$ cat src/common/mpmc_pkg.sv
package mpmc_pkg;

	// ====================================================================
	// Sizes
	// ====================================================================

	// One app data strip is a single 16-byte word
	localparam int STRIP_BYTES = 16;
	localparam int STRIP_W = 128;
	localparam int ADDR_W = 32;
	localparam int APP_ADDR_W = 29;

	// Display is channel 0, CPU is channel 1
	localparam int NUM_CH = 2;
	localparam int CH_W = 1;

	localparam int CPU_W = 32;
	localparam int DISP_W = 128;

	// MIG app_cmd codes
	localparam logic [2:0] CMD_WRITE = 3'b000;
	localparam logic [2:0] CMD_READ = 3'b001;

	// ====================================================================
	// Sequencer states
	// ====================================================================
	typedef enum logic [3:0] {
		CALIB = 4'd0,
		IDLE = 4'd1,
		WRITE_DATA = 4'd2,
		WRITE_CMD = 4'd3,
		READ_CMD = 4'd4,
		READ_WAIT = 4'd5,
		DONE = 4'd6
	} seq_state_t;

	// ====================================================================
	// Request and response payloads
	// ====================================================================

	// Strip request as seen by the sequencer, mask bit high means byte kept
	typedef struct packed {
		logic we;
		logic [ADDR_W-1:0] addr;
		logic [STRIP_BYTES-1:0] mask;
		logic [STRIP_W-1:0] data;
	} strip_req_t;

	typedef struct packed {
		logic we;
		logic [ADDR_W-1:0] adr;
		logic [CPU_W/8-1:0] sel;
		logic [CPU_W-1:0] dat;
	} cpu_req_t;

	typedef struct packed {
		logic we;
		logic [ADDR_W-1:0] adr;
		logic [DISP_W/8-1:0] sel;
		logic [DISP_W-1:0] dat;
	} disp_req_t;

	// Read data only, undefined for a write
	typedef struct packed {
		logic [CPU_W-1:0] dat;
	} cpu_rsp_t;

	typedef struct packed {
		logic [DISP_W-1:0] dat;
	} disp_rsp_t;

endpackage

$ cat src/channel/mpmc_channel_port.sv
`timescale 1ns/1ps

module mpmc_channel_port #(
	parameter type REQ_T = mpmc_pkg::cpu_req_t,
	parameter type RSP_T = mpmc_pkg::cpu_rsp_t
) (
	input  logic mem_ui_clk,
	input  logic mem_ui_rst,

	// Request and response sides
	input  logic req_valid_i,
	output logic req_ready_o,
	input  REQ_T req_i,
	output logic rsp_valid_o,
	input  logic rsp_ready_i,
	output RSP_T rsp_o,

	// Prioritizer and sequencer side
	output logic pend_o,
	output mpmc_pkg::strip_req_t strip_o,
	input  logic grant_i,
	input  logic done_i,
	input  logic [mpmc_pkg::STRIP_W-1:0] rd_strip_i
);

	REQ_T req_q;
	RSP_T rsp_q;
	logic busy_q;
	logic pend_q;
	logic rsp_valid_q;

	// Channel width and lane position within the strip
	localparam int DW = $bits(req_q.dat);
	localparam int NB = DW / 8;
	localparam int OFF_W = $clog2(mpmc_pkg::STRIP_BYTES);
	localparam logic [OFF_W-1:0] LANE_MASK = OFF_W'(mpmc_pkg::STRIP_BYTES - NB);

	logic [OFF_W-1:0] lane_off;
	logic [mpmc_pkg::STRIP_BYTES-1:0] sel_strip;
	logic [mpmc_pkg::STRIP_W-1:0] dat_strip;
	logic [mpmc_pkg::STRIP_W-1:0] rd_shift;

	// ====================================================================
	// Lane placement
	// ====================================================================
	always_comb begin
		// Byte offset of this channel's lane, aligned to its width
		lane_off = req_q.adr[OFF_W-1:0] & LANE_MASK;

		sel_strip = '0;
		sel_strip[NB-1:0] = req_q.sel;
		sel_strip = sel_strip << lane_off;

		dat_strip = '0;
		dat_strip[DW-1:0] = req_q.dat;
		dat_strip = dat_strip << {lane_off, 3'b000};

		// Bytes outside the selects go out as all ones
		for (int b = 0; b < mpmc_pkg::STRIP_BYTES; b++) begin
			if (!sel_strip[b])
				dat_strip[b*8 +: 8] = 8'hff;
		end

		rd_shift = rd_strip_i >> {lane_off, 3'b000};
	end

	assign strip_o.we = req_q.we;
	assign strip_o.addr = {req_q.adr[mpmc_pkg::ADDR_W-1:OFF_W], {OFF_W{1'b0}}};
	assign strip_o.mask = ~sel_strip;
	assign strip_o.data = dat_strip;

	// ====================================================================
	// Handshake control
	// ====================================================================

	// One access in flight per channel
	assign req_ready_o = !busy_q;
	assign pend_o = pend_q;
	assign rsp_valid_o = rsp_valid_q;
	assign rsp_o = rsp_q;

	always_ff @(posedge mem_ui_clk) begin
		if (mem_ui_rst) begin
			busy_q <= 1'b0;
			pend_q <= 1'b0;
			rsp_valid_q <= 1'b0;
		end else begin
			if (req_valid_i && req_ready_o) begin
				busy_q <= 1'b1;
				pend_q <= 1'b1;
			end else if (grant_i) begin
				pend_q <= 1'b0;
			end

			if (done_i) begin
				rsp_valid_q <= 1'b1;
			end else if (rsp_valid_q && rsp_ready_i) begin
				rsp_valid_q <= 1'b0;
				busy_q <= 1'b0;
			end
		end
	end

	// Request and read data holding
	always_ff @(posedge mem_ui_clk) begin
		if (req_valid_i && req_ready_o)
			req_q <= req_i;
		if (done_i)
			rsp_q.dat <= rd_shift[DW-1:0];
	end

endmodule

$ cat src/design/mpmc_ch_prioritize.sv
`timescale 1ns/1ps

module mpmc_ch_prioritize (
	input  logic mem_ui_clk,
	input  logic mem_ui_rst,

	// Channel ports
	input  logic [mpmc_pkg::NUM_CH-1:0] pend_i,
	input  mpmc_pkg::strip_req_t [mpmc_pkg::NUM_CH-1:0] strip_i,
	output logic [mpmc_pkg::NUM_CH-1:0] grant_o,

	// Sequencer
	output logic seq_valid_o,
	input  logic seq_ready_i,
	output mpmc_pkg::strip_req_t seq_req_o,
	output logic [mpmc_pkg::CH_W-1:0] seq_ch_o
);

	logic lock_q;
	logic [mpmc_pkg::CH_W-1:0] lock_ch_q;
	logic [mpmc_pkg::CH_W-1:0] pick;
	logic [mpmc_pkg::CH_W-1:0] sel_ch;

	// Lowest pending channel wins, so the display comes first
	always_comb begin
		pick = '0;
		for (int i = mpmc_pkg::NUM_CH - 1; i >= 0; i--) begin
			if (pend_i[i])
				pick = i[mpmc_pkg::CH_W-1:0];
		end
	end

	// An offer the sequencer has not taken yet keeps its channel
	assign sel_ch = lock_q ? lock_ch_q : pick;

	assign seq_valid_o = pend_i[sel_ch];
	assign seq_req_o = strip_i[sel_ch];
	assign seq_ch_o = sel_ch;

	always_comb begin
		grant_o = '0;
		if (seq_valid_o && seq_ready_i)
			grant_o[sel_ch] = 1'b1;
	end

	always_ff @(posedge mem_ui_clk) begin
		if (mem_ui_rst) begin
			lock_q <= 1'b0;
			lock_ch_q <= '0;
		end else if (seq_valid_o && !seq_ready_i) begin
			lock_q <= 1'b1;
			lock_ch_q <= sel_ch;
		end else if (seq_ready_i) begin
			lock_q <= 1'b0;
		end
	end

endmodule

$ cat src/sequencer/mpmc_sequencer.sv
`timescale 1ns/1ps

module mpmc_sequencer (
	input  logic mem_ui_clk,
	input  logic mem_ui_rst,

	// From the prioritizer
	input  logic seq_valid_i,
	output logic seq_ready_o,
	input  mpmc_pkg::strip_req_t seq_req_i,
	input  logic [mpmc_pkg::CH_W-1:0] seq_ch_i,

	// Completion
	output logic done_o,
	output logic [mpmc_pkg::CH_W-1:0] done_ch_o,
	output logic [mpmc_pkg::STRIP_W-1:0] rd_strip_o,

	// MIG app port
	input  logic calib_complete_i,
	output logic [mpmc_pkg::APP_ADDR_W-1:0] app_addr_o,
	output logic [2:0] app_cmd_o,
	output logic app_en_o,
	output logic [mpmc_pkg::STRIP_W-1:0] app_wdf_data_o,
	output logic [mpmc_pkg::STRIP_BYTES-1:0] app_wdf_mask_o,
	output logic app_wdf_wren_o,
	output logic app_wdf_end_o,
	input  logic [mpmc_pkg::STRIP_W-1:0] app_rd_data_i,
	input  logic app_rd_data_valid_i,
	input  logic app_rdy_i,
	input  logic app_wdf_rdy_i
);

	mpmc_pkg::seq_state_t state;
	mpmc_pkg::seq_state_t state_nx;

	logic [mpmc_pkg::APP_ADDR_W-1:0] addr_q;
	logic [2:0] cmd_q;
	logic [mpmc_pkg::STRIP_W-1:0] wdf_data_q;
	logic [mpmc_pkg::STRIP_BYTES-1:0] wdf_mask_q;
	logic [mpmc_pkg::CH_W-1:0] ch_q;
	logic [mpmc_pkg::STRIP_W-1:0] rd_strip_q;

	// ====================================================================
	// State machine
	// ====================================================================
	always_comb begin
		state_nx = state;
		case (state)
			mpmc_pkg::CALIB: begin
				if (calib_complete_i)
					state_nx = mpmc_pkg::IDLE;
			end
			mpmc_pkg::IDLE: begin
				if (seq_valid_i) begin
					if (seq_req_i.we)
						state_nx = mpmc_pkg::WRITE_DATA;
					else
						state_nx = mpmc_pkg::READ_CMD;
				end
			end
			// Write data goes in ahead of the command
			mpmc_pkg::WRITE_DATA: begin
				if (app_wdf_rdy_i)
					state_nx = mpmc_pkg::WRITE_CMD;
			end
			mpmc_pkg::WRITE_CMD: begin
				if (app_rdy_i)
					state_nx = mpmc_pkg::DONE;
			end
			mpmc_pkg::READ_CMD: begin
				if (app_rdy_i)
					state_nx = mpmc_pkg::READ_WAIT;
			end
			mpmc_pkg::READ_WAIT: begin
				if (app_rd_data_valid_i)
					state_nx = mpmc_pkg::DONE;
			end
			mpmc_pkg::DONE: begin
				state_nx = mpmc_pkg::IDLE;
			end
			default: begin
				state_nx = mpmc_pkg::CALIB;
			end
		endcase
	end

	always_ff @(posedge mem_ui_clk) begin
		if (mem_ui_rst)
			state <= mpmc_pkg::CALIB;
		else
			state <= state_nx;
	end

	// ====================================================================
	// Access capture
	// ====================================================================

	// Strip and channel are taken on acceptance and held to the end
	always_ff @(posedge mem_ui_clk) begin
		if (state == mpmc_pkg::IDLE && seq_valid_i) begin
			addr_q <= seq_req_i.addr[mpmc_pkg::APP_ADDR_W-1:0];
			cmd_q <= seq_req_i.we ? mpmc_pkg::CMD_WRITE : mpmc_pkg::CMD_READ;
			wdf_data_q <= seq_req_i.data;
			wdf_mask_q <= seq_req_i.mask;
			ch_q <= seq_ch_i;
		end
		if (state == mpmc_pkg::READ_WAIT && app_rd_data_valid_i)
			rd_strip_q <= app_rd_data_i;
	end

	// ====================================================================
	// Outputs
	// ====================================================================
	assign seq_ready_o = (state == mpmc_pkg::IDLE);

	// Enables stay up with stable data until the controller takes them
	assign app_en_o = (state == mpmc_pkg::WRITE_CMD) || (state == mpmc_pkg::READ_CMD);
	assign app_addr_o = addr_q;
	assign app_cmd_o = cmd_q;

	// Single-strip writes, so every data beat is also the last
	assign app_wdf_wren_o = (state == mpmc_pkg::WRITE_DATA);
	assign app_wdf_end_o = (state == mpmc_pkg::WRITE_DATA);
	assign app_wdf_data_o = wdf_data_q;
	assign app_wdf_mask_o = wdf_mask_q;

	assign done_o = (state == mpmc_pkg::DONE);
	assign done_ch_o = ch_q;
	assign rd_strip_o = rd_strip_q;

endmodule

$ cat src/design/mpmc_top.sv
`timescale 1ns/1ps

module mpmc_top (
	input  logic mem_ui_clk,
	input  logic mem_ui_rst,

	// CPU channel
	input  logic cpu_req_valid_i,
	output logic cpu_req_ready_o,
	input  mpmc_pkg::cpu_req_t cpu_req_i,
	output logic cpu_rsp_valid_o,
	input  logic cpu_rsp_ready_i,
	output mpmc_pkg::cpu_rsp_t cpu_rsp_o,

	// Display channel
	input  logic disp_req_valid_i,
	output logic disp_req_ready_o,
	input  mpmc_pkg::disp_req_t disp_req_i,
	output logic disp_rsp_valid_o,
	input  logic disp_rsp_ready_i,
	output mpmc_pkg::disp_rsp_t disp_rsp_o,

	// MIG app port
	input  logic calib_complete_i,
	output logic [mpmc_pkg::APP_ADDR_W-1:0] app_addr_o,
	output logic [2:0] app_cmd_o,
	output logic app_en_o,
	output logic [mpmc_pkg::STRIP_W-1:0] app_wdf_data_o,
	output logic [mpmc_pkg::STRIP_BYTES-1:0] app_wdf_mask_o,
	output logic app_wdf_wren_o,
	output logic app_wdf_end_o,
	input  logic [mpmc_pkg::STRIP_W-1:0] app_rd_data_i,
	input  logic app_rd_data_valid_i,
	input  logic app_rdy_i,
	input  logic app_wdf_rdy_i
);

	logic [mpmc_pkg::NUM_CH-1:0] pend;
	logic [mpmc_pkg::NUM_CH-1:0] grant;
	logic [mpmc_pkg::NUM_CH-1:0] port_done;
	mpmc_pkg::strip_req_t [mpmc_pkg::NUM_CH-1:0] strip;

	logic seq_valid;
	logic seq_ready;
	mpmc_pkg::strip_req_t seq_req;
	logic [mpmc_pkg::CH_W-1:0] seq_ch;

	logic seq_done;
	logic [mpmc_pkg::CH_W-1:0] done_ch;
	logic [mpmc_pkg::STRIP_W-1:0] rd_strip;

	// Completion goes only to the channel that issued the access
	assign port_done = {{(mpmc_pkg::NUM_CH-1){1'b0}}, seq_done} << done_ch;

	// ====================================================================
	// Channel ports
	// ====================================================================
	mpmc_channel_port #(
		.REQ_T(mpmc_pkg::disp_req_t),
		.RSP_T(mpmc_pkg::disp_rsp_t)
	) u_disp_port (
		.mem_ui_clk (mem_ui_clk),
		.mem_ui_rst (mem_ui_rst),
		.req_valid_i(disp_req_valid_i),
		.req_ready_o(disp_req_ready_o),
		.req_i      (disp_req_i),
		.rsp_valid_o(disp_rsp_valid_o),
		.rsp_ready_i(disp_rsp_ready_i),
		.rsp_o      (disp_rsp_o),
		.pend_o     (pend[0]),
		.strip_o    (strip[0]),
		.grant_i    (grant[0]),
		.done_i     (port_done[0]),
		.rd_strip_i (rd_strip)
	);

	mpmc_channel_port #(
		.REQ_T(mpmc_pkg::cpu_req_t),
		.RSP_T(mpmc_pkg::cpu_rsp_t)
	) u_cpu_port (
		.mem_ui_clk (mem_ui_clk),
		.mem_ui_rst (mem_ui_rst),
		.req_valid_i(cpu_req_valid_i),
		.req_ready_o(cpu_req_ready_o),
		.req_i      (cpu_req_i),
		.rsp_valid_o(cpu_rsp_valid_o),
		.rsp_ready_i(cpu_rsp_ready_i),
		.rsp_o      (cpu_rsp_o),
		.pend_o     (pend[1]),
		.strip_o    (strip[1]),
		.grant_i    (grant[1]),
		.done_i     (port_done[1]),
		.rd_strip_i (rd_strip)
	);

	// ====================================================================
	// Channel selection and app port sequencing
	// ====================================================================
	mpmc_ch_prioritize u_prio (
		.mem_ui_clk (mem_ui_clk),
		.mem_ui_rst (mem_ui_rst),
		.pend_i     (pend),
		.strip_i    (strip),
		.grant_o    (grant),
		.seq_valid_o(seq_valid),
		.seq_ready_i(seq_ready),
		.seq_req_o  (seq_req),
		.seq_ch_o   (seq_ch)
	);

	mpmc_sequencer u_seq (
		.mem_ui_clk         (mem_ui_clk),
		.mem_ui_rst         (mem_ui_rst),
		.seq_valid_i        (seq_valid),
		.seq_ready_o        (seq_ready),
		.seq_req_i          (seq_req),
		.seq_ch_i           (seq_ch),
		.done_o             (seq_done),
		.done_ch_o          (done_ch),
		.rd_strip_o         (rd_strip),
		.calib_complete_i   (calib_complete_i),
		.app_addr_o         (app_addr_o),
		.app_cmd_o          (app_cmd_o),
		.app_en_o           (app_en_o),
		.app_wdf_data_o     (app_wdf_data_o),
		.app_wdf_mask_o     (app_wdf_mask_o),
		.app_wdf_wren_o     (app_wdf_wren_o),
		.app_wdf_end_o      (app_wdf_end_o),
		.app_rd_data_i      (app_rd_data_i),
		.app_rd_data_valid_i(app_rd_data_valid_i),
		.app_rdy_i          (app_rdy_i),
		.app_wdf_rdy_i      (app_wdf_rdy_i)
	);

endmodule

$ cat config.mk
export PLATFORM = sky130hd
export DESIGN_NAME = mpmc_top
export DESIGN_NICKNAME = d
export VERILOG_FILES = /design/src/common/mpmc_pkg.sv /design/src/channel/mpmc_channel_port.sv /design/src/design/mpmc_ch_prioritize.sv /design/src/sequencer/mpmc_sequencer.sv /design/src/design/mpmc_top.sv
export SDC_FILE = /design/constraint.sdc
export NUM_CORES = 1
export LEC_CHECK = 0
export BUFFER_PORTS_ARGS = -buffer_cell sky130_fd_sc_hd__buf_2
export CORE_MARGIN = 5
export CORE_UTILIZATION = 29
export CTS_CLUSTER_SIZE = 30
export DETAILED_ROUTE_END_ITERATION = 16
export PLACE_DENSITY_LB_ADDON = 0.3
export RECOVER_POWER = 100
export SYNTH_ARGS = -nofsm -noshare
export SYNTH_HDL_FRONTEND = slang
export SYNTH_HIERARCHICAL = 1
export SYNTH_SLANG_ARGS = --single-unit
export TNS_END_PERCENT = 30
$ cat constraint.sdc
create_clock -name mem_ui_clk -period 39.3 [get_ports mem_ui_clk]
set_clock_uncertainty 0.2 [all_clocks]
set_input_delay 7.86 -clock mem_ui_clk [delete_from_list [all_inputs] [get_ports mem_ui_clk]]
set_output_delay 7.86 -clock mem_ui_clk [all_outputs]
set_load 0.01 [all_outputs]
# ---- Yosys cells after proc, flatten, opt, wreduce, memory -nomap -nowiden
# Index checks and enable logic that the tools add are counted.
dict set report word_totals {
  ff_bits 723
  in_bits 384
}
dict set report classes {
  n_lt_le_gt_ge 2
  eq_ne 12
  n_shift 4
  mux 67
  bitwise 2
  n_reduce_logical 19
}
# cell n
set op_table {}
lappend op_table {{$mux 177} 2}
lappend op_table {{$mux 8} 32}
lappend op_table {{$shl 32x7->128} 1}
lappend op_table {{$shr 128x7->32} 1}
lappend op_table {{$not 16->16} 2}
lappend op_table {{$pmux 4 s7} 1}
lappend op_table {{$mux 4} 6}
lappend op_table {{$mux 1} 23}
lappend op_table {{$shl 4x4->16} 1}
lappend op_table {{$eq 4x3->1 const B} 3}
lappend op_table {{$reduce_bool 2->1} 5}
lappend op_table {{$eq 4x2->1 const B} 2}
lappend op_table {{$logic_and 1x1->1} 8}
lappend op_table {{$ne 2x2->1 const B} 4}
lappend op_table {{$reduce_and 6->1} 1}
lappend op_table {{$eq 4x1->1 const B} 1}
lappend op_table {{$logic_not 4->1} 1}
lappend op_table {{$ne 2x1->1 const B} 2}
lappend op_table {{$logic_not 1->1} 3}
lappend op_table {{$mux 3} 1}
lappend op_table {{$lt 1x2->1 const B} 1}
lappend op_table {{$mux 2} 1}
lappend op_table {{$shl 1x1->2} 1}
lappend op_table {{$demux 1 s1} 1}
lappend op_table {{2 further kinds} 2}

# ---- Longest topological paths before layout
dict set report depth {
  word_depth 10
  mapped_depth 8
  ltp_nobuf 7
}

# ---- Hierarchy
# Netlist, hierarchy kept.
# module n_inst cells_per_inst area_per_inst_um2
set by_module_without_submodules {}
lappend by_module_without_submodules {{mpmc_channel_port (u_disp_port)} 1 491 10324.9}
lappend by_module_without_submodules {mpmc_sequencer 1 343 9434.0}
lappend by_module_without_submodules {{mpmc_channel_port (u_cpu_port)} 1 384 5033.6}
lappend by_module_without_submodules {mpmc_ch_prioritize 1 213 2727.6}
lappend by_module_without_submodules {mpmc_top 1 2 16.3}

# ---- Worst setup path after synthesis
# Ideal clock, no wire load.
dict set report synth_path {
  kind {input to register}
  start {in disp_req_valid_i}
  end {reg u_disp_port.pend_q, in the netlist u_disp_port/pend_o}
  setup_ps 93
  t_arrival_ps 16199
  setup_slack_ps 22808
  cell_stages 2
  path_cell_list {nor2b_1 -> o21ba_2}
}
dict set report synth_between {
  elab_chain_cells 2
  elab_cells_between_ends 3
}
# element line_no
set synth_lines {}
lappend synth_lines {{from (decl)} mpmc_top.sv:16} ;# input logic disp_req_valid_i,
lappend synth_lines {{$logic_and 1x1->1 (*)} mpmc_channel_port.sv:88} ;# if (req_valid_i && req_ready_o) begin
lappend synth_lines {{$mux 1 / $reduce_bool 2->1 (equally long branches)} -}
lappend synth_lines {{to (signal assigned)} mpmc_channel_port.sv:85} ;# pend_q <= 1'b0;
lappend synth_lines {{to (signal assigned)} mpmc_channel_port.sv:90} ;# pend_q <= 1'b1;
lappend synth_lines {{to (signal assigned)} mpmc_channel_port.sv:92} ;# pend_q <= 1'b0;
lappend synth_lines {{to (decl)} mpmc_channel_port.sv:29} ;# logic pend_q;
# Mark *: on every way between the ends. The rest lies on a longest branch, timed or not.
# A chain may end at the register's enable or synchronous reset.

# ---- Worst setup path after layout
dict set report layout_path {
  start {in app_rd_data_valid_i}
  end {reg u_seq.rd_strip_q (netlist bit u_seq/rd_strip_o[123]), enable pin}
}
dict set report layout_between {
  elab_chain_cells 1
}
# element line_no
set layout_lines {}
lappend layout_lines {{from (decl)} mpmc_top.sv:33} ;# input logic app_rd_data_valid_i,
lappend layout_lines {{$logic_and 1x1->1} mpmc_sequencer.sv:107} ;# if (state == mpmc_pkg::READ_WAIT && app_rd_data_valid_i)
lappend layout_lines {{to (signal assigned)} mpmc_sequencer.sv:108} ;# rd_strip_q <= app_rd_data_i;
lappend layout_lines {{to (decl)} mpmc_sequencer.sv:41} ;# logic [mpmc_pkg::STRIP_W-1:0] rd_strip_q;
# No other way between the ends.

==> flow_summary.toml <==
[setup_path]
crit_chain = "buf_2 -> nand2_1 -> nor2_4 -> clkbuf_1 -> clkbuf_1"
cpMostUsedCell = "clkbuf_1"
crit_fanout = 69
cpMaxStageDelayCell = "clkbuf_1"
arrival_ns = 13.96
critPathTopFamily = "buffers and inverters"
cpPeakStageDelay_ns = 3.09
worstPathRequired_ns = 39.23
path_buf_inv = 3
crit_type = "in2reg"
critical_path.endpoint_type = "flip-flop"
critPathLaunchType = "primary input"

[sta]
final_hold_viol_count = 0
post-route-min-period_ns = 14.03
slew_violations = 1023
setup_slack_ns = 25.27
grt_setup_unrepaired = "no"
tns_ns = 0
finalCritPeriodShare = 0.357
max_freq_ghz = 0.0713
relSlewSlack = -2.11
setup_viol = 0
worst_pin_slew_ns = 4.67

[logic_synthesis]
synthCells = 1418
syn_avg_cell_area_sq_um = 19.2
synth_area_sq_um = 27300
yosysWarnings = 6

[drt]
drtIter0Drc = 1001
route.detailed.drc = 0
via_per_inst = 4.28
vias = 14844
wire_per_inst_um = 23.6
wirelength_mm = 81.7
final_antenna_net_count = 0
dr.pass1.iters = 5

[clock_network]
htreeDepth = 3
clk_pin_slew_worst_paths_ns = 0.06
clk_path_buf_depth = 3
insertion_delay_ns = 0.65
cts_tree = "yes"
cts_buffers = 83
cts.sinks = 708
hold_buffers = 0
postCtsSetupBuffers = 0
clockRootBuffer = "clkbuf_16"
cts-resized-gates = 0

[global_routing]
grt_usage = 0.155
grt_pass1_vias = 15804
grt_pass1_wl_mm = 112
grt_max_degree = 77
gr-total-overflow = 0
antenna_found_initial = 28

[cells_and_area]
fin_nets = 2515
drive_gt1_frac = 0.254
fin_cells = 3467
layout-area-overhead-vs-synth_pct = 23.2
final_cell_mix = "edfxtp_1, clkbuf_1, buf_2"
layout_commonest_cell = "edfxtp_1"

[floorplan]
fp.dieH_um = 317
core_sq_um = 93300
fp-row-count = 112
dieArea_sq_um = 100000
die-width_um = 317
ios = 727
start_util = 0.292

[min_path]
hold_path.class = "reg2reg"

[power]
p_leak_uw = 0.0112
power_switching_uw = 437
power_frac_clock = 0.419
pwr_density_cell_nw_per_um2 = 55.7
power_frac_comb = 0.090
p_sw_frac = 0.233
p_int_uw = 1430
ir_drop_mv = 0.0342
seqPwrFrac = 0.491

[placement]
port_buffers = 712
pre_cts_ws_ns = 28.85
place_congestion = 0.855
hpwl_mm = 58.0
dp.cells = 3300

[status]
status = "finished with violations"
failed_checks = "capacitance limit, slew limit"

[job]
max_cap_viol_count = 21
through the flow:
step,utilization,power [uW],hold WS [ns],cell area (sq um)
after floorplan,-,1060,0.217,27300
after global placement,0.340,1120,0.223,31800
after detailed placement,0.340,1120,0.228,31800
after CTS,0.370,1920,0.240,34500
after global routing,0.360,1950,0.253,33600
final,0.360,1870,0.239,33600
routing by layer:
layer | share of wire | vias up | GRT usage
met3 | 0.066 | 170 | 0.0429
met4 | 0.043 | 8 | 0.0688
met1 | 0.40 | 7409 | 0.190
met2 | 0.49 | 577 | 0.259
met5 | 0.00056 | - | 0
li1 | - | 6680 | -
path summary, 6_finish.rpt:
kind	end	cells past startpoint	slack, ns	start
worst max-delay path	u_seq/rd_strip_o[123]	5	25.27	app_rd_data_valid_i
worst min-delay path	u_disp_port/rsp_o[73]	0	0.24	u_seq/rd_strip_o[73]
worst max register to register	u_seq/app_wdf_data_o[25]	4	30.91	u_prio/lock_q
worst min register to register	u_disp_port/rsp_o[73]	0	0.24	u_seq/rd_strip_o[73]
power by group through the flow:
stage	Clock [uW]	Sequential (uW)	Combinational, uW
6_report	785	919	168
5_1_grt	839	924	183
4_1_cts	809	913	194
3_5_place_dp	0	928	193
3_3_place_gp	0	927	190
2_1_floorplan	0	951	109
registers in the layout, indices dropped and copies added, names as in the netlist, 2 cells and up:
register and cells:
u_cpu_port/strip_o 26, u_cpu_port/rsp_o 32, u_disp_port/req_q 128, u_seq/app_wdf_mask_o 16, u_seq/app_wdf_data_o 128, u_seq/state 3
u_seq/app_addr_o 29, u_disp_port/sel_strip 16, u_disp_port/rsp_o 128, u_cpu_port/req_q 36, u_disp_port/strip_o 26, u_cpu_port/lane_off 2
u_seq/rd_strip_o 128
cell type report:
type,instances,area [sq um]
repair buffers,733,3190
flip-flops and latches,708,21200
fillers,9101,59700
inverters,24,90.1
multi-input cells,581,4800
clock inverters,43,543
diodes,19,47.5
clock buffers,105,2220
well taps,1254,1570
(Power assumes the default switching activity.)
